### src/lbuf_geom_pkg.sv
package lbuf_geom_pkg;

   // --------------------------------------------------
   // Block and bank geometry
   // --------------------------------------------------

   // Words per bank, one block fills one bank
   localparam int BLOCK_WORDS = 60;
   // Two banks, filled and drained alternately
   localparam int NUM_BANKS   = 2;
   // Total entries across both banks
   localparam int BUF_DEPTH   = BLOCK_WORDS * NUM_BANKS;

   // Index into the whole buffer, 0 to 119
   typedef logic [6:0] ptr_t;

   // Committed bank count, 0 to NUM_BANKS
   typedef logic [1:0] bank_cnt_t;

   // --------------------------------------------------
   // Bank boundary indices
   // --------------------------------------------------

   // Last entry of bank 0
   localparam ptr_t BANK0_LAST  = ptr_t'(BLOCK_WORDS - 1);
   // First entry of bank 1
   localparam ptr_t BANK1_FIRST = ptr_t'(BLOCK_WORDS);
   // Last entry of bank 1, wrap point
   localparam ptr_t BUF_LAST    = ptr_t'(BUF_DEPTH - 1);

endpackage

### src/lbuf_occupancy.sv
`timescale 1ns/100ps

module lbuf_occupancy (
   input  logic Clk_400,
   input  logic rst,
   // From the fill side, bank filled
   input  logic commit,
   // From the drain side, bank emptied
   input  logic bank_release,
   // Room for at least one more block
   output logic in_ready,
   // At least one block ready to drain
   output logic out_valid
);

   import lbuf_geom_pkg::*;

   // Banks holding a committed, undrained block
   bank_cnt_t bank_cnt;

   // --------------------------------------------------
   // Bank counter
   // --------------------------------------------------

   always_ff @(posedge Clk_400) begin
      if (rst) begin
         bank_cnt <= '0;
      end else if (commit && !bank_release) begin
         bank_cnt <= bank_cnt + bank_cnt_t'(1);
      end else if (!commit && bank_release) begin
         bank_cnt <= bank_cnt - bank_cnt_t'(1);
      end
      // Commit and release together leave the count as it is
   end

   // --------------------------------------------------
   // Handshake flags
   // --------------------------------------------------

   // Producer stalls only with both banks full
   // A bank whose last word landed on the previous edge already counts as full
   assign in_ready = (int'(bank_cnt) + int'(commit)) < NUM_BANKS;

   // Sink sees data as soon as one bank is committed
   assign out_valid = (bank_cnt != '0);

endmodule

### config.mk
export PLATFORM = sky130hd
export DESIGN_NAME = lbuf_occupancy
export DESIGN_NICKNAME = d
export VERILOG_FILES = /design/src/lbuf_geom_pkg.sv /design/src/lbuf_occupancy.sv
export SDC_FILE = /design/constraint.sdc
export NUM_CORES = 1
export LEC_CHECK = 0
export BUFFER_PORTS_ARGS = -buffer_cell sky130_fd_sc_hd__buf_2
export CORE_AREA = 2 2 39 41
export DETAILED_ROUTE_END_ITERATION = 7
export DIE_AREA = 0 0 41 43
export MAX_ROUTING_LAYER = met4
export RECOVER_POWER = 100
export SLEW_MARGIN = 20
export SYNTH_ARGS = -nofsm -noshare
export SYNTH_HDL_FRONTEND = slang
export SYNTH_SLANG_ARGS = --single-unit
### constraint.sdc
create_clock -name Clk_400 -period 2.2 [get_ports Clk_400]
set_input_delay 0.55 -clock Clk_400 [delete_from_list [all_inputs] [get_ports Clk_400]]
set_output_delay 0.55 -clock Clk_400 [all_outputs]
set_load 0.02 [all_outputs]
==> impl_metrics.ini <==
[synth]
synth_warnings = 0
synth-async-reset-ratio_pct = 0
yosys-top-cells-count = a21oi_1 (2), dfxtp_1 (2), xor2_1 (2)
syn-cell-area_sq_um = 105
synth_seq_area_share_pct = 38.1
netlist_instances = 12
synth_seq_cells = 2
synth_edf_count = 0
synth_largest_area_cell = dfxtp_1
synth_top_area_share_pct = 38.1
synth_area_leaders = dfxtp_1 (38%), xor2_1 (17%), ha_1 (12%), a21oi_1 (9.5%), or2_1 (6.0%)
syn_nets = 17
ys_types = 9
ys.flop_type = dfxtp_1
avgSynthCellArea_sq_um = 8.76

[final_layout]
num-fill-cells = 164
antenna_cells = 0
top_register = bank_cnt
fin_cells = 36
nets = 27
largestRegisters = bank_cnt: 2 flops
area_growth_pct = 61.9
drive_gt1_share_pct = 30.0
largest_reg_flops = 2

[placed_design]
post-place-ws_ns = 0.635
placed_cells = 33
numPortBuffers = 5
gp_congestion = 0.457
dp_hpwl_um = 163

[routing]
firstDrtPassIters = 2
drt_iter0_drc = 1
ant_nets = 0
drcViolationCount = 0
vias = 105
wire_per_inst_um = 6.19
viasPerCell = 2.92
routed_wl_um = 223

[grt]
grt_max_degree = 5
antenna_found_initial = 0
grt_usage_pct = 4.01
grt_remaining_overflow = 0
first_global_vias = 93
grt_pass1_wl_um = 351

[run_status]
outcome = completed

[floorplan]
die_y_um = 43
dieWidth_um = 41
coreArea_sq_um = 1380
ios = 6
die_area_sq_um = 1760
rows = 14
initial_utilization_pct = 7.59

[worst_setup_path]
arrival_ns = 1.02
cp_max_fo = 2
cp_data_required_time_ns = 1.65
worst_path_max_delay_cell = clkbuf_1
end_kind = primary output
rrSetupSlack_ns = 1.18
path_class = in -> out
critPathTopFamily = buffers and inverters
path_buf_inv = 2
slowest_delay_ns = 0.24
critPathLaunchType = primary input
path_cells = buf_2 > a21oi_1 > clkbuf_1

[cts]
cts_max_level = 1
clk_pin_slew_worst_paths_ns = 0.03
cts_tree = yes
worstSkewPairLatency_ns = 0.22
clock_path_buffers = 2
clock-sinks = 2
ctsHoldBuffers = 0
cts-root-buf = clkbuf_4
cts_repair_resize_count = 0
numCtsBuffers = 3
postCtsSetupBuffers = 0

[sta]
slew_viol_final = 0
worstMarginPinSlew_ns = 0.250
hold_viol = 0
min_period_over_period_pct = 71.6
setup_tns_ns = 0
finalClockSkew_ns = 0.00205
relSlewSlack_pct = 83.4
period_minus_slack_ns = 1.57
fin_ws_ns = 0.625
rsz0062_at_grt = no
max_freq_ghz = 0.635
setup_viol = 0

[power]
ir_drop_mv = 0.142
leakage_nw = 0.0804
powerDensity_nw_per_um2 = 980

[hold_path]
min_path_type = reg -> reg

[flow_run]
cap_violations = 0
## cell type report
type | instances | area [sq um] | area share [%]
clock buffers | 3 | 22.5 | 13.2
inverters | 1 | 3.75 | 2.21
multi-input cells | 9 | 61.3 | 36.0
flip-flops and latches | 2 | 40.0 | 23.5
well taps | 16 | 20.0 | 11.8
repair buffers | 5 | 22.5 | 13.2
## stage by stage
stage                     utilization [%]  power [mW]  instance area, sq um  hold slack (ns)
after detailed placement             10.8      0.0891                   150            0.495
final                                12.3       0.167                   170            0.496
after CTS                            12.5       0.174                   173            0.499
after global placement               10.8      0.0882                   150            0.480
after global routing                 12.3       0.186                   170            0.506
after floorplan                         -      0.0761                   105            0.460
## logic make-up after synthesis
family	Yosys count	synth area share, %
compound gates	3	14.3
xor+xnor	2	16.7
fa+ha+maj	1	11.9
buf+inv	1	3.57
flops	2	38.1
simple gates	3	15.5
## layout by cell type (no fill, tap or decap)
cell	count
o21ai_0	1
or3_1	1
inv_1	1
clkbuf_1	2
a21oi_1	2
xor2_1	2
buf_2	3
ha_1	1
clkbuf_4	3
or2_1	1
dfxtp_1	2
nor2_1	1
## layer usage
layer	up-vias	global-route usage, %	wire length [um]
li1	56	-	-
met1	43	3.53	111
met2	6	3.13	68
met3	0	6.28	44
met4	0	4.00	0
met5	-	-	0
## worst reg2reg max path, delay by kind of cell, from the launching register on
kind / cells / cell delay [ns]
flip-flops: 1 / 0.33
AND/OR/NAND/NOR: 1 / 0.30
XOR/XNOR: 1 / 0.17
AO/OA/AOI/OAI: 1 / 0.14
## where the power goes
part           total, mW  internal [mW]  leakage [nW]  switching, mW
sequential        0.0476         0.0424        0.0166        0.00526
clock             0.0801         0.0601        0.0138         0.0200
combinational     0.0391         0.0159        0.0500         0.0232
total              0.167          0.118        0.0804         0.0484
## worst paths after layout
kind / startpoint / to / cells after the start
worst max-delay path: commit / in_ready / 3
worst min-delay path: bank_cnt[1] / bank_cnt[1] / 2
worst max register to register: bank_cnt[0] / bank_cnt[1] / 3
worst min register to register: bank_cnt[1] / bank_cnt[1] / 2
Note: power is estimated with default switching activity, not from simulation.
