**config.mk**
```make
export PLATFORM = sky130hd
export DESIGN_NAME = lbuf_ram
export DESIGN_NICKNAME = d
export VERILOG_FILES = /design/src/lbuf_geom_pkg.sv /design/src/lbuf_ram.sv
export SDC_FILE = /design/constraint.sdc
export NUM_CORES = 1
export LEC_CHECK = 0
export ABC_AREA = 1
export BUFFER_PORTS_ARGS = -buffer_cell sky130_fd_sc_hd__buf_2
export CAP_MARGIN = 20
export CELL_PAD_IN_SITES_DETAIL_PLACEMENT = 1
export CELL_PAD_IN_SITES_GLOBAL_PLACEMENT = 1
export CORE_MARGIN = 2
export CORE_UTILIZATION = 49
export DETAILED_ROUTE_END_ITERATION = 10
export GPL_TIMING_DRIVEN = 1
export HOLD_SLACK_MARGIN = 0.15
export PLACE_DENSITY_LB_ADDON = 0.1
export SYNTH_ARGS = -nofsm -noshare
export SYNTH_HDL_FRONTEND = slang
export SYNTH_SLANG_ARGS = --single-unit
export TNS_END_PERCENT = 1
```
**constraint.sdc**
```tcl
create_clock -name Clk_400 -period 1.65 [get_ports Clk_400]
set_clock_uncertainty 0.2 [all_clocks]
set_input_delay 0.0825 -clock Clk_400 [delete_from_list [all_inputs] [get_ports Clk_400]]
set_output_delay 0.0825 -clock Clk_400 [all_outputs]
set_load 0.02 [all_outputs]
```
**src/lbuf_geom_pkg.sv**
```systemverilog
package lbuf_geom_pkg;

   // --------------------------------------------------
   // Block and bank geometry
   // --------------------------------------------------

   // Words per bank, one block fills one bank
   localparam int BLOCK_WORDS = 60;
   // Two banks, filled and drained alternately
   localparam int NUM_BANKS   = 2;
   // Total entries across both banks
   localparam int BUF_DEPTH   = BLOCK_WORDS * NUM_BANKS;

   // Index into the whole buffer, 0 to 119
   typedef logic [6:0] ptr_t;

   // Committed bank count, 0 to NUM_BANKS
   typedef logic [1:0] bank_cnt_t;

   // --------------------------------------------------
   // Bank boundary indices
   // --------------------------------------------------

   // Last entry of bank 0
   localparam ptr_t BANK0_LAST  = ptr_t'(BLOCK_WORDS - 1);
   // First entry of bank 1
   localparam ptr_t BANK1_FIRST = ptr_t'(BLOCK_WORDS);
   // Last entry of bank 1, wrap point
   localparam ptr_t BUF_LAST    = ptr_t'(BUF_DEPTH - 1);

endpackage

```
**src/lbuf_ram.sv**
```systemverilog
`timescale 1ns/100ps

module lbuf_ram #(
   // Payload stored per entry, data word or metadata
   parameter type payload_t = logic
) (
   input  logic                Clk_400,
   input  logic                we,
   input  lbuf_geom_pkg::ptr_t waddr,
   input  payload_t            wdata,
   input  lbuf_geom_pkg::ptr_t raddr,
   output payload_t            rdata
);

   import lbuf_geom_pkg::*;

   // Both banks in one array
   // Bank 0 at 0..59, bank 1 at 60..119
   payload_t mem [BUF_DEPTH];

   // Single write port on the clock
   always_ff @(posedge Clk_400) begin
      if (we) begin
         mem[waddr] <= wdata;
      end
   end

   // Asynchronous read
   // Output follows the read index in the same cycle
   assign rdata = mem[raddr];

endmodule

```
==> flow_summary.toml <==
[final_layout]
finish.utilization_pct = 58.9
drive_gt1_share_pct = 14.0
diodes = 0
most-common-layout-cells = "nand2_1 (160), nor2_1 (135), edfxtp_1 (120)"
fin_area_mm2 = 0.00664
layout_commonest_cell = "nand2_1"
syn2layout_area_growth_pct = 18.4
nFillCells = 1248
nets = 638
regMostFlops = "mem"
reg_top3 = "mem: 120 flops"
largest_register_ffs = 120
regArea_mm2 = 0.00360
multi_input_area_mm2 = 0.00174
layoutNonFillerInstCount = 777

[clock_network]
clockBufferDepth = 2
cts_tree = "yes"
clk_pin_slew_ns = 0.06
cts_buffers = 17
cts.sink_count = 120
htreeDepth = 4
root_buffer = "clkbuf_16"

[worst_setup_path]
worstPathArrival_ns = 1.72
crit_chain = "nand2_1 > nand3_1 > nand3_1 > nand3_1 > nand2_1 > nand2_1 > nand3_1 > nand2_1 > nand2_1 > nand2_1 > buf_6"
crit_path_max_incr_delay_ns = 0.36
worstPathMaxFanout = 1
cp-end-kind = "output pin"
timing.critical_path.from = "mem[3]"
crit_path_start_kind = "flop"
cpMostUsedCell = "nand2_1"
crit_type = "reg -> out"
critical_path.slowest_cell = "edfxtp_1"
critPathRequiredTime_ns = 1.37

[synth]
ys_types = 14
ys_ff_latch = 120
synthCells = 586
seq_area_frac_synth_pct = 64.3
yosys_warnings = 0
syn_nets = 603
syn_area_per_cell_um2 = 9.57
syn_area_mm2 = 0.00561

[sta]
rsz0062_at_grt = "yes"
slew_viol_final = 0
hold_viol = 0
finalCriticalPeriod_ns = 2.01
finalWorstSetupSlack_ns = -0.356
finalSetupViolCount = 1
finalSetupTns_ns = -0.356
maxSlewHeadroom_pct = 65.8
clock.fmax_mhz = 499
worstMarginPinSlew_ns = 0.514
finalCritPeriodShare_pct = 122

[place]
gp_congestion = 0.806
dpl.cell_count = 741
placed_area_mm2 = 0.00597
port_buffers = 17
hpwlAfterDp_um = 9280

[floorplan]
initial_utilization_pct = 49.7
rows = 39
coreArea_mm2 = 0.0113
io_pins = 18
die_area_mm2 = 0.0123
die_x_um = 111
die_h_um = 111

[routing]
viasPerCell = 5.44
vias = 4224
wire_per_inst_um = 19.7
drtIter0Drc = 201
totalWireLength_um = 15300
ant_nets = 0
first_pass_iters = 4
drc_errors = 0

[grt]
grt_max_degree = 49
grt_pass1_wl_um = 24500
antenna_found_initial = 0
grt.overflow.total = 0
grt_use_total_pct = 26.7
grt_pass1_vias = 4585

[power]
vdd_drop_max_v = 0.000592
power-per-cell-area_mw_per_mm2 = 1120
total_power_uw = 7400
p_leak_uw = 0.00246

[min_path]
min_path_cells = 4
hold_path_startpoint = "waddr[5]"
min-delay-path-class = "in -> reg"

[outcome]
status = "complete, but fails checks"
violations = "setup timing"

[flow_run]
max_cap_violations = 0
==> logic make-up after synthesis <==
logic type / share of synthesized area, %
buffers and inverters: 6.05
AOI/OAI and AO/OA: 0.625
DFF: 64.3
and+or+nand+nor: 29.0
==> power by group <==
group / switching, µW / total [µW] / internal, µW
clock: 1270 / 3470 / 2200
combinational: 376 / 561 / 185
sequential: 2.83 / 3370 / 3370
==> timing repair <==
action,4_1_cts,5_1_grt
endpoints found under the setup margin,1,6
setup buffers,0,0
gates resized for setup,5,15
hold buffers,4,0
pin swaps,4,11
hold endpoints to repair,49,0
cloned,0,0
==> final timing paths <==
check	to	slack (ns)
max	rdata	-0.36
min	mem[81]	0.17
==> stage by stage <==
step,setup slack (ns),hold slack [ns]
4_1_cts,-0.388,0.154
5_1_grt,-0.473,0.219
3_5_place_dp,-0.0951,0.301
3_3_place_gp,-0.0826,0.300
2_1_floorplan,0.318,-0.0186
6_report,-0.356,0.172
==> layout make-up <==
type / instances / area share [%]
repair buffers: 47 / 6.81
clock inverters: 10 / 1.56
inverters: 29 / 1.75
clock buffers: 22 / 6.69
multi-input cells: 406 / 26.2
flip-flops and latches: 120 / 54.3
well taps: 143 / 2.70
==> layer usage <==
| layer | GRT usage [%] | routed length, µm | vias up |
|---|---|---|---|
| met3 | 4.81 | 925 | 21 |
| li1 | - | - | 2019 |
| met4 | 10.8 | 270 | 0 |
| met2 | 47.7 | 8020 | 114 |
| met1 | 32.0 | 6090 | 2070 |
| met5 | 0 | 0 | - |
==> synthesized netlist by cell type <==
master | count | area share (%)
nand2_1 | 164 | 11
buf_2 | 6 | 0.54
nand3_1 | 101 | 9.0
clkbuf_1 | 8 | 0.54
inv_4 | 1 | 0.11
inv_6 | 1 | 0.16
nor2_1 | 135 | 9.0
clkbuf_2 | 1 | 0.089
o211ai_1 | 2 | 0.27
o21ai_0 | 4 | 0.36
inv_1 | 27 | 1.8
buf_4 | 6 | 0.80
buf_6 | 10 | 2.0
edfxtp_1 | 120 | 64
==> worst max-delay path, delay by kind of cell, from the launching register on <==
family                 cells  cell delay, ns
DFF                        1            0.36
and+or+nand+nor           10            0.82
buffers and inverters      1            0.13
Note: power is estimated with default switching activity, not from simulation.
