`src/lbuf_geom_pkg.sv`:
```
package lbuf_geom_pkg;

   // --------------------------------------------------
   // Block and bank geometry
   // --------------------------------------------------

   // Words per bank, one block fills one bank
   localparam int BLOCK_WORDS = 60;
   // Two banks, filled and drained alternately
   localparam int NUM_BANKS   = 2;
   // Total entries across both banks
   localparam int BUF_DEPTH   = BLOCK_WORDS * NUM_BANKS;

   // Index into the whole buffer, 0 to 119
   typedef logic [6:0] ptr_t;

   // Committed bank count, 0 to NUM_BANKS
   typedef logic [1:0] bank_cnt_t;

   // --------------------------------------------------
   // Bank boundary indices
   // --------------------------------------------------

   // Last entry of bank 0
   localparam ptr_t BANK0_LAST  = ptr_t'(BLOCK_WORDS - 1);
   // First entry of bank 1
   localparam ptr_t BANK1_FIRST = ptr_t'(BLOCK_WORDS);
   // Last entry of bank 1, wrap point
   localparam ptr_t BUF_LAST    = ptr_t'(BUF_DEPTH - 1);

endpackage

```
`src/lbuf_fill_ctrl.sv`:
```
`timescale 1ns/100ps

module lbuf_fill_ctrl (
   input  logic                Clk_400,
   input  logic                rst,
   // Qualified write strobe from the top
   input  logic                accept,
   output lbuf_geom_pkg::ptr_t wptr,
   // One-cycle pulse, a full bank is ready
   output logic                commit
);

   import lbuf_geom_pkg::*;

   logic last_word;
   ptr_t wptr_nxt;

   // --------------------------------------------------
   // Write pointer
   // --------------------------------------------------

   // Last entry of either bank
   assign last_word = (wptr == BANK0_LAST) || (wptr == BUF_LAST);

   // Step up, wrap from the end of bank 1 to bank 0
   assign wptr_nxt = (wptr == BUF_LAST) ? '0 : wptr + ptr_t'(1);

   always_ff @(posedge Clk_400) begin
      if (rst) begin
         // Partial block is dropped, start again in bank 0
         wptr <= '0;
      end else if (accept) begin
         wptr <= wptr_nxt;
      end
   end

   // --------------------------------------------------
   // Bank commit
   // --------------------------------------------------

   // Registered one cycle
   // The 60th word is in the RAM before the bank is counted
   always_ff @(posedge Clk_400) begin
      if (rst) begin
         commit <= 1'b0;
      end else begin
         commit <= accept & last_word;
      end
   end

endmodule

```
`config.mk`:
```
export PLATFORM = sky130hd
export DESIGN_NAME = lbuf_fill_ctrl
export DESIGN_NICKNAME = d
export VERILOG_FILES = /design/src/lbuf_geom_pkg.sv /design/src/lbuf_fill_ctrl.sv
export SDC_FILE = /design/constraint.sdc
export NUM_CORES = 1
export LEC_CHECK = 0
export BUFFER_PORTS_ARGS = -buffer_cell sky130_fd_sc_hd__buf_4
export CORE_AREA = 5 5 42 44
export CTS_CLUSTER_DIAMETER = 120
export DETAILED_ROUTE_END_ITERATION = 16
export DIE_AREA = 0 0 47 49
export SLEW_MARGIN = 20
export SYNTH_ARGS = -nofsm -noshare
export SYNTH_HDL_FRONTEND = slang
export SYNTH_SLANG_ARGS = --single-unit
```
`constraint.sdc`:
```
create_clock -name Clk_400 -period 1.38 [get_ports Clk_400]
set_input_delay 0.069 -clock Clk_400 [delete_from_list [all_inputs] [get_ports Clk_400]]
set_output_delay 0.069 -clock Clk_400 [all_outputs]
set_load 0.02 [all_outputs]
```
==> results.py <==
metrics = {
    "cts": {
        "cts_tree": "done",
        "clk_pin_slew_ns": 0.06,
        "insertion_delay_ns": 0.26,
        "clock_path_buffers": 2,
        "clockRootBuffer": "clkbuf_4",
        "cts_htree_levels": 1,
        "post-cts-setup-buffer-count": 0,
        "ctsResizeCount": 0,
        "cts_inserted_buffers": 3,
        "cts_sink_count": 8,
        "cts-hold-fix-buffers": 0,
    },
    "setup_path": {
        "end_kind": "flop",
        "crit_chain": "ha_2 -> nand3_1 -> or3b_1 -> a31oi_1",
        "critPathMaxStageDelay_ns": 0.36,
        "setup.worst_path.class": "flop to flop",
        "path_max_fanout": 5,
        "cp_data_arrival_time_ns": 1.43,
        "cp_data_required_time_ns": 1.57,
        "slowest_stage": "dfxtp_2",
        "cp-start-kind": "flop",
    },
    "logic_synthesis": {
        "synth_seq_cells": 8,
        "synth_cells": 42,
        "post-synth-top-count-cell": "dfxtp_1",
        "ys_dominant_reg_cell": "dfxtp_1",
        "synth_common_cells": "dfxtp_1, nor2_1, a31oi_1, nand2b_1",
        "synth.top_cell.area_share_pct": 40.5,
        "count_of_flip_flops_with_a_built_in_enable_after_synthesis": 0,
        "yosysUniqueCellTypes": 24,
        "summed_instance_area_of_the_synthesized_netlist_um2": 395,
        "synthesis.nets": 46,
        "yosys-top-cells-area": "dfxtp_1, and4_4, a31oi_1, nand2b_1, a2111oi_2",
        "cell_taking_the_most_area_after_synthesis": "dfxtp_1",
        "synth-seq-area-share_pct": 40.5,
        "ys.warnings.count": 0,
        "ys_async_sr_fraction_pct": 0,
        "syn_area_per_cell_um2": 9.41,
    },
    "placement": {
        "port_buffer_cells": 10,
        "dp_hpwl_um": 571,
        "replace_congestion": 0.734,
    },
    "grt": {
        "grt.overflow.total": 0,
        "grt_start_max_net_pins": 10,
        "gr-usage-all-layers_pct": 7.84,
        "grt_antenna_before_repair": 0,
        "global_route_wire_length_before_repair_mm": 1.30,
        "grt_pass1_vias": 327,
    },
    "detailed_routing": {
        "vias_per_cell": 5.14,
        "routed_wl_um": 819,
        "vias": 355,
        "route.antenna.remaining_nets": 0,
        "drc": 0,
        "wl_per_cell_um": 11.9,
        "drt-pass1-iter-count": 4,
        "drt_iter0_drc": 8,
    },
    "floorplan": {
        "die_w_um": 47,
        "placeableCoreArea_mm2": 0.00140,
        "floorplan.initialDensity_pct": 28.2,
        "core.rowCount": 14,
        "ios": 11,
        "die_area_mm2": 0.00230,
        "die_height_um": 49,
    },
    "sta": {
        "highest_clock_rate_ghz": 0.806,
        "timing_worst_slew_pin_value_ns": 0.276,
        "slew_violations": 0,
        "rsz_0062_raised_after_global_routing": "no",
        "timing.final.crit_share_pct": 89.9,
        "maxSlewHeadroom_pct": 81.5,
        "fin_tns_setup_ns": 0,
        "report.final.hold_viol_count": 0,
        "post-route-min-period_ns": 1.24,
        "fin_skew_ns": 0.00391,
        "setup-violations-final": 0,
    },
    "finish": {
        "area_taken_by_multi_input_logic_gates_um2": 223,
        "finish.net_count": 59,
        "areaGrowthSynthToFinish_pct": 28.2,
        "regArea_um2": 163,
        "antenna-diode-count": 0,
        "fill_cells": 160,
        "layout-drive-gt1-share_pct": 35.8,
    },
    "pwr": {
        "clockPowerShare_pct": 39.9,
        "design_power_total_w": 0.000465,
        "power.switching_fraction_pct": 23.9,
        "power.combinational.fraction_pct": 8.0,
        "power.net_switching_w": 0.000111,
        "vdd_drop_max_v": 0.000404,
        "power.internal_w": 0.000354,
        "leakagePower_nw": 0.186,
        "seq_power_share_pct": 52.1,
        "power-per-cell-area_mw_per_mm2": 918,
    },
    "run_status": {
        "status": "finished, final reports clean",
    },
    "job": {
        "number_of_max_capacitance_violations_reported": 0,
    },
    "hold_path": {
        "timing.hold.worst.class": "input port to flop",
    },
}
==> layout make-up <==
class | count | area share [%]
clock buffers | 3 | 4.44
flip-flops and latches | 8 | 32.1
multi-input cells | 31 | 44.0
repair buffers | 10 | 14.8
well taps | 16 | 3.95
inverters | 1 | 0.741
==> layout by cell type (no fill, tap or decap), drive strengths merged <==
| master | count |
|---|---|
| xor2 | 1 |
| a31oi | 3 |
| ha | 1 |
| buf | 10 |
| a311oi | 1 |
| nand2 | 1 |
| and4 | 3 |
| mux2i | 1 |
| dfxtp | 8 |
| clkbuf | 3 |
| o211ai | 2 |
| or3b | 1 |
| a2111oi | 1 |
| a21boi | 1 |
| nor2 | 4 |
| nor3b | 1 |
| nor2b | 1 |
| nand3 | 2 |
| nand3b | 1 |
| inv | 1 |
| o21ai | 1 |
| a21oi | 2 |
| nand2b | 3 |
==> final timing paths <==
check / slack (ns) / start / depth (start not counted) / end
worst max-delay path: 0.14 / wptr[0]$_SDFFE_PP0P_ / 4 / wptr[4]$_SDFFE_PP0P_
worst min-delay path: 0.04 / rst / 2 / wptr[0]$_SDFFE_PP0P_
worst max register to register: 0.14 / wptr[0]$_SDFFE_PP0P_ / 4 / wptr[4]$_SDFFE_PP0P_
worst min register to register: 0.50 / wptr[0]$_SDFFE_PP0P_ / 2 / wptr[0]$_SDFFE_PP0P_
==> metal layers <==
metal  global-route usage, %  share of wire, %  vias up
li1                        -                 -      181
met1                    10.2                47      163
met2                    10.4                46        9
met3                    2.58               6.0        2
met4                    5.53              0.49        0
met5                       0                 0        -
==> kinds of logic after synthesis <==
kind of cell / after synthesis / share of synthesized area (%)
AOI/OAI and AO/OA: 11 / 20.3
xor gates and xnor gates: 1 / 2.22
adders and majority gates: 1 / 3.16
buffers and inverters: 3 / 3.80
DFF: 8 / 40.5
muxes: 1 / 2.53
and+or+nand+nor: 17 / 27.5
==> power groups by stage <==
stage | clock network [W] | registers, W | logic [W]
after floorplan | 0 | 0.000251 | 0.0000190
after global placement | 0 | 0.000246 | 0.0000371
after detailed placement | 0 | 0.000246 | 0.0000371
after CTS | 0.000196 | 0.000241 | 0.0000370
after global routing | 0.000209 | 0.000244 | 0.0000409
final | 0.000186 | 0.000242 | 0.0000370
==> metrics by stage <==
step | utilization [%] | setup slack [ns] | instance area, um^2 | instances | hold WS (ns)
after floorplan | - | 0.00121 | 395 | 42 | 0.303
after global placement | 34.2 | 0.117 | 479 | 66 | 0.310
after detailed placement | 34.2 | 0.0983 | 479 | 66 | 0.311
after CTS | 35.8 | 0.0781 | 502 | 69 | 0.0319
after global routing | 36.2 | 0.0175 | 507 | 69 | 0.0332
final | 36.2 | 0.139 | 507 | 69 | 0.0357
==> critical path, delay by kind of cell, from the launching register on <==
kind	cells	cell delay, ns
AOI/OAI and AO/OA	1	0.15
adders and majority gates	1	0.20
DFF	1	0.36
and+or+nand+nor	2	0.46
==> state kept, by name, summed over array words and instances, names as in the netlist <==
name and count:
commit 1, wptr 7
No activity file was read; power rests on OpenSTA's default activity.
