==> src/lbuf_geom_pkg.sv <==
package lbuf_geom_pkg;

   // --------------------------------------------------
   // Block and bank geometry
   // --------------------------------------------------

   // Words per bank, one block fills one bank
   localparam int BLOCK_WORDS = 60;
   // Two banks, filled and drained alternately
   localparam int NUM_BANKS   = 2;
   // Total entries across both banks
   localparam int BUF_DEPTH   = BLOCK_WORDS * NUM_BANKS;

   // Index into the whole buffer, 0 to 119
   typedef logic [6:0] ptr_t;

   // Committed bank count, 0 to NUM_BANKS
   typedef logic [1:0] bank_cnt_t;

   // --------------------------------------------------
   // Bank boundary indices
   // --------------------------------------------------

   // Last entry of bank 0
   localparam ptr_t BANK0_LAST  = ptr_t'(BLOCK_WORDS - 1);
   // First entry of bank 1
   localparam ptr_t BANK1_FIRST = ptr_t'(BLOCK_WORDS);
   // Last entry of bank 1, wrap point
   localparam ptr_t BUF_LAST    = ptr_t'(BUF_DEPTH - 1);

endpackage

==> src/wr_req_pkg.sv <==
package wr_req_pkg;

   // --------------------------------------------------
   // Write request widths
   // --------------------------------------------------

   // One cache line of 64 bytes
   localparam int LINE_W    = 512;
   // YUV lane, four bytes
   localparam int LANE_W    = 32;
   // Lanes per cache line
   localparam int NUM_LANES = LINE_W / LANE_W;
   // Cache-line address
   localparam int ADDR_W    = 20;
   // Transaction id
   localparam int TID_W     = 16;

   // Data word and one lane of it
   typedef logic [LINE_W-1:0] line_t;
   typedef logic [LANE_W-1:0] lane_t;

   // Write metadata, 40 bits, address in the top bits
   typedef struct packed {
      logic [ADDR_W-1:0] addr;
      logic [TID_W-1:0]  tid;
      logic              fence;
      // Multi-line length code
      logic [1:0]        len;
      // Start of a multi-line packet
      logic              sop;
   } wr_meta_t;

   // --------------------------------------------------
   // YUV lane repacking
   // --------------------------------------------------

   // Per lane, bytes 1 and 3 swap places
   // Bytes 0 and 2 stay where they are
   function automatic line_t yuv_reorder(input line_t din);
      line_t dout;
      lane_t lane;
      dout = '0;
      for (int i = 0; i < NUM_LANES; i++) begin
         lane = din[i*LANE_W +: LANE_W];
         // Output order Y1 V0 Y0 U0
         dout[i*LANE_W +: LANE_W] = {lane[15:8], lane[23:16], lane[31:24], lane[7:0]};
      end
      return dout;
   endfunction

endpackage
==> src/lbuf_drain_ctrl.sv <==
`timescale 1ns/100ps

module lbuf_drain_ctrl (
   input  logic                Clk_400,
   input  logic                rst,
   // Qualified read strobe from the top
   input  logic                consume,
   // Raw word from the data RAM
   input  wr_req_pkg::line_t   ram_data,
   // Data RAM read index, descending
   output lbuf_geom_pkg::ptr_t rptr,
   // Metadata RAM read index, ascending
   output lbuf_geom_pkg::ptr_t meta_idx,
   // One-cycle pulse, bank fully drained
   output logic                bank_release,
   // Lane-reordered output word
   output wr_req_pkg::line_t   out_data
);

   import lbuf_geom_pkg::*;
   import wr_req_pkg::*;

   logic first_word;
   logic in_bank1;
   ptr_t rptr_nxt;

   // --------------------------------------------------
   // Data pointer
   // --------------------------------------------------

   // Block is read back from its last word
   // Bank 0 runs 59 down to 0, bank 1 runs 119 down to 60
   assign rptr_nxt = (rptr == '0) ? BUF_LAST : rptr - ptr_t'(1);

   always_ff @(posedge Clk_400) begin
      if (rst) begin
         // Top of bank 0
         rptr <= BANK0_LAST;
      end else if (consume) begin
         rptr <= rptr_nxt;
      end
   end

   // Lowest entry of a bank is the last one to leave
   assign first_word = (rptr == '0) || (rptr == BANK1_FIRST);

   // Bank is free once its final word is taken
   assign bank_release = consume & first_word;

   // --------------------------------------------------
   // Metadata index
   // --------------------------------------------------

   assign in_bank1 = (rptr >= BANK1_FIRST);

   // Mirror of the data pointer inside its bank
   // Data 59..0 pairs with metadata 0..59
   // Data 119..60 pairs with metadata 60..119
   always_comb begin
      if (in_bank1) begin
         meta_idx = BANK1_FIRST + (BUF_LAST - rptr);
      end else begin
         meta_idx = BANK0_LAST - rptr;
      end
   end

   // --------------------------------------------------
   // Output data
   // --------------------------------------------------

   // YUV byte repacking on every lane
   assign out_data = yuv_reorder(ram_data);

endmodule

==> config.mk <==
export PLATFORM = sky130hd
export DESIGN_NAME = lbuf_drain_ctrl
export DESIGN_NICKNAME = d
export VERILOG_FILES = /design/src/lbuf_geom_pkg.sv /design/src/wr_req_pkg.sv /design/src/lbuf_drain_ctrl.sv
export SDC_FILE = /design/constraint.sdc
export NUM_CORES = 1
export LEC_CHECK = 0
export BUFFER_PORTS_ARGS = -buffer_cell sky130_fd_sc_hd__buf_2
export CAP_MARGIN = 30
export CORE_AREA = 2 2 411 413
export CTS_CLUSTER_SIZE = 28
export DETAILED_ROUTE_END_ITERATION = 10
export DIE_AREA = 0 0 413 415
export RECOVER_POWER = 25
export SLEW_MARGIN = 10
export SYNTH_ARGS = -nofsm -noshare
export SYNTH_HDL_FRONTEND = slang
export SYNTH_SLANG_ARGS = --single-unit
==> constraint.sdc <==
create_clock -name Clk_400 -period 1.8 [get_ports Clk_400]
set_clock_uncertainty 0.15 [all_clocks]
set_input_delay 0.36 -clock Clk_400 [delete_from_list [all_inputs] [get_ports Clk_400]]
set_output_delay 0.36 -clock Clk_400 [all_outputs]
set_load 0.02 [all_outputs]
==> results.sh <==
export IMPL_grt_overflow=0
export IMPL_finalWorstSetupSlack_ps=-311
export IMPL_drc=0
export IMPL_seq_area_frac_synth_pct=3.18
export IMPL_first_pass_iters=6
export IMPL_die_x_microns=413
export IMPL_worstPathArrival_ps=1600
export IMPL_period_needed_ps=2110
export IMPL_synth_nets=1102
export IMPL_drt_iter0_markers=156
export IMPL_hold_viol_final=0
export IMPL_wire_per_inst_microns=49.1
export IMPL_synth_area_leaders="buf_4, dfxtp_1, ha_1"
export IMPL_num_io_pins=1042
export IMPL_htreeDepth=1
export IMPL_area_growth_pct=-14.0
export IMPL_grt_usage_pct=12.7
export IMPL_num_nets_final=629
export IMPL_synth_edff_count=0
export IMPL_max_slew_margin_pct=77.1
export IMPL_setup_violations=5
export IMPL_period_share_pct=117
export IMPL_grt_pass1_wl_microns=118000
export IMPL_antenna_found_initial=3
export IMPL_required_ps=1290
export IMPL_dieHeight_microns=415
export IMPL_clock_sinks=7
export IMPL_final_max_slew_viol_count=0
export IMPL_largest_register="rptr"
export IMPL_dpl_cell_count=2307
export IMPL_violations="negative setup slack"
export IMPL_end_kind="output pin"
export IMPL_critPathLaunchType="flip-flop"
export IMPL_status="finished, violations left"
export IMPL_core_area_sq_um=167000
export IMPL_numCtsBuffers=3
export IMPL_cp_max_fo=4
export IMPL_yosysMostFrequentCell="buf_4"
export IMPL_grt_max_degree=11
export IMPL_drive_gt1_share_pct=51.4
export IMPL_yosys_top_cells_count="buf_4, inv_1, dfxtp_1, nand2_1"
export IMPL_setup_tns_ps=-1380
export IMPL_peakVddDrop_mv=0.195
export IMPL_leakagePower_uw=0.000519
export IMPL_synthesis_area_sq_um=4410
export IMPL_rows=150
export IMPL_grt_pass1_vias=1594
export IMPL_cts_root_buf="clkbuf_16"
export IMPL_hpwl_microns=112000
export IMPL_largest_reg_flops=7
export IMPL_cts_max_path_buffers=2
export IMPL_rsz0062_at_grt="yes"
export IMPL_tightest_slew_ps=342
export IMPL_port_buffers=17
export IMPL_path_clk_slew_ps=40
export IMPL_ys_ff_latch=7
export IMPL_fillers=19987
export IMPL_yosys_warnings=0
export IMPL_final_antenna_net_count=0
export IMPL_vias=1871
export IMPL_maxCapViolCount=0
export IMPL_yosysTopAreaCellShare_pct=87.5
export IMPL_gp_congestion=0.974
export IMPL_stdcell_count=2314
export IMPL_fp_dieArea_sq_um=171000
export IMPL_clock_latency_ps=240
export IMPL_postSynthCellCount=583
export IMPL_max_freq_mhz=474
export IMPL_synthArstFlopShare_pct=0
export IMPL_synth_area_per_cell_sq_um=7.56
export IMPL_hold_class="input port to flip-flop"
export IMPL_wl_microns=114000
export IMPL_yosys_area_top_type="buf_4"
export IMPL_ys_types=35
export IMPL_powerDensity_nw_per_um2=179
export IMPL_reg_top3="rptr (7)"
export IMPL_cts_tree="built"
export IMPL_initial_utilization_pct=2.65
export IMPL_worst_setup_path_type="flip-flop to output pin"
export IMPL_viasPerCell=0.809
export IMPL_synth_flop_cell="dfxtp_1"
-- layout make-up --
cell class / instances / area [sq um] / share of cell area [%]
multi-input combinational: 51 / 444 / 11.7
antenna: 1 / 2.50 / 0.0660
tap: 2204 / 2760 / 72.7
sequential: 7 / 149 / 3.93
clock buffer: 4 / 78.8 / 2.08
inverter: 8 / 30.0 / 0.792
timing repair buffer: 39 / 329 / 8.68
-- cell usage in the layout, fill, tap and decap left out, types with 2 or more instances in the layout --
cell type  Yosys  routed
buf_4        514      21
buf_2          1      12
inv_1          8       8
nand2_1        7       7
buf_12         0       5
o21ai_0        4       4
xnor2_1        4       4
nand3_1        4       4
dfxtp_1        7       4
a21oi_1        3       3
ha_1           4       3
clkbuf_16      0       3
dfxtp_4        0       2
-- per-stage QoR --
| stage | hold WS [ps] | area [sq um] | setup WS [ps] | utilization (%) | power [uW] |
|---|---|---|---|---|---|
| global route | 238 | 3790 | -387 | 2.27 | 705 |
| finish | 222 | 3790 | -311 | 2.27 | 679 |
| detailed placement | 455 | 3630 | -159 | 2.18 | 301 |
| CTS | 225 | 3780 | -322 | 2.27 | 688 |
| floorplan | 269 | 4440 | -63.6 | - | 1880 |
| global placement | 444 | 3630 | -171 | 2.18 | 300 |
-- final timing paths --
kind                             start              endpoint  slack (ps)  depth (start not counted)
setup / recovery  rptr[2]$_SDFFE_PP0P_           meta_idx[3]        -310                          6
hold / removal                     rst  rptr[2]$_SDFFE_PP0P_         220                          2
setup reg to reg  rptr[2]$_SDFFE_PP0P_  rptr[5]$_SDFFE_PP1P_          60                          4
hold reg to reg   rptr[5]$_SDFFE_PP1P_  rptr[5]$_SDFFE_PP1P_         470                          2
-- critical path: stages, from the launching register on --
cell and delay [ps]:
dfxtp_4 360, ha_4 130, nor3b_4 280, buf_4 180, a31oi_4 90, xor2_2 190, buf_12 130
-- layer usage --
metal | wire (microns) | vias up | track usage, %
li1 | - | 330 | -
met1 | 6450 | 513 | 2.02
met2 | 53100 | 978 | 21.0
met3 | 53300 | 48 | 28.5
met4 | 515 | 2 | 0.758
met5 | 185 | - | 0.735
-- kinds of logic after synthesis --
family	after synthesis	share of synthesized area, %
buf+inv	525	88.5
compound gates	20	3.18
simple gates	20	2.61
flops	7	3.18
xor+xnor	6	1.19
fa+ha+maj	4	1.14
mux	1	0.227
-- timing repair --
item	in CTS	in global routing
resized for setup	11	0
hold buffers	0	0
setup buffers	1	1
setup endpoints to repair	5	5
pin swaps	4	1
-- where the power goes --
group	leakage, uW	internal [uW]	switching [uW]
registers	0.0000572	159	8.19
clock network	0.0000382	295	86.3
logic	0.000423	51.4	79.6
total	0.000519	505	174
No activity file was read; power rests on OpenSTA's default activity.
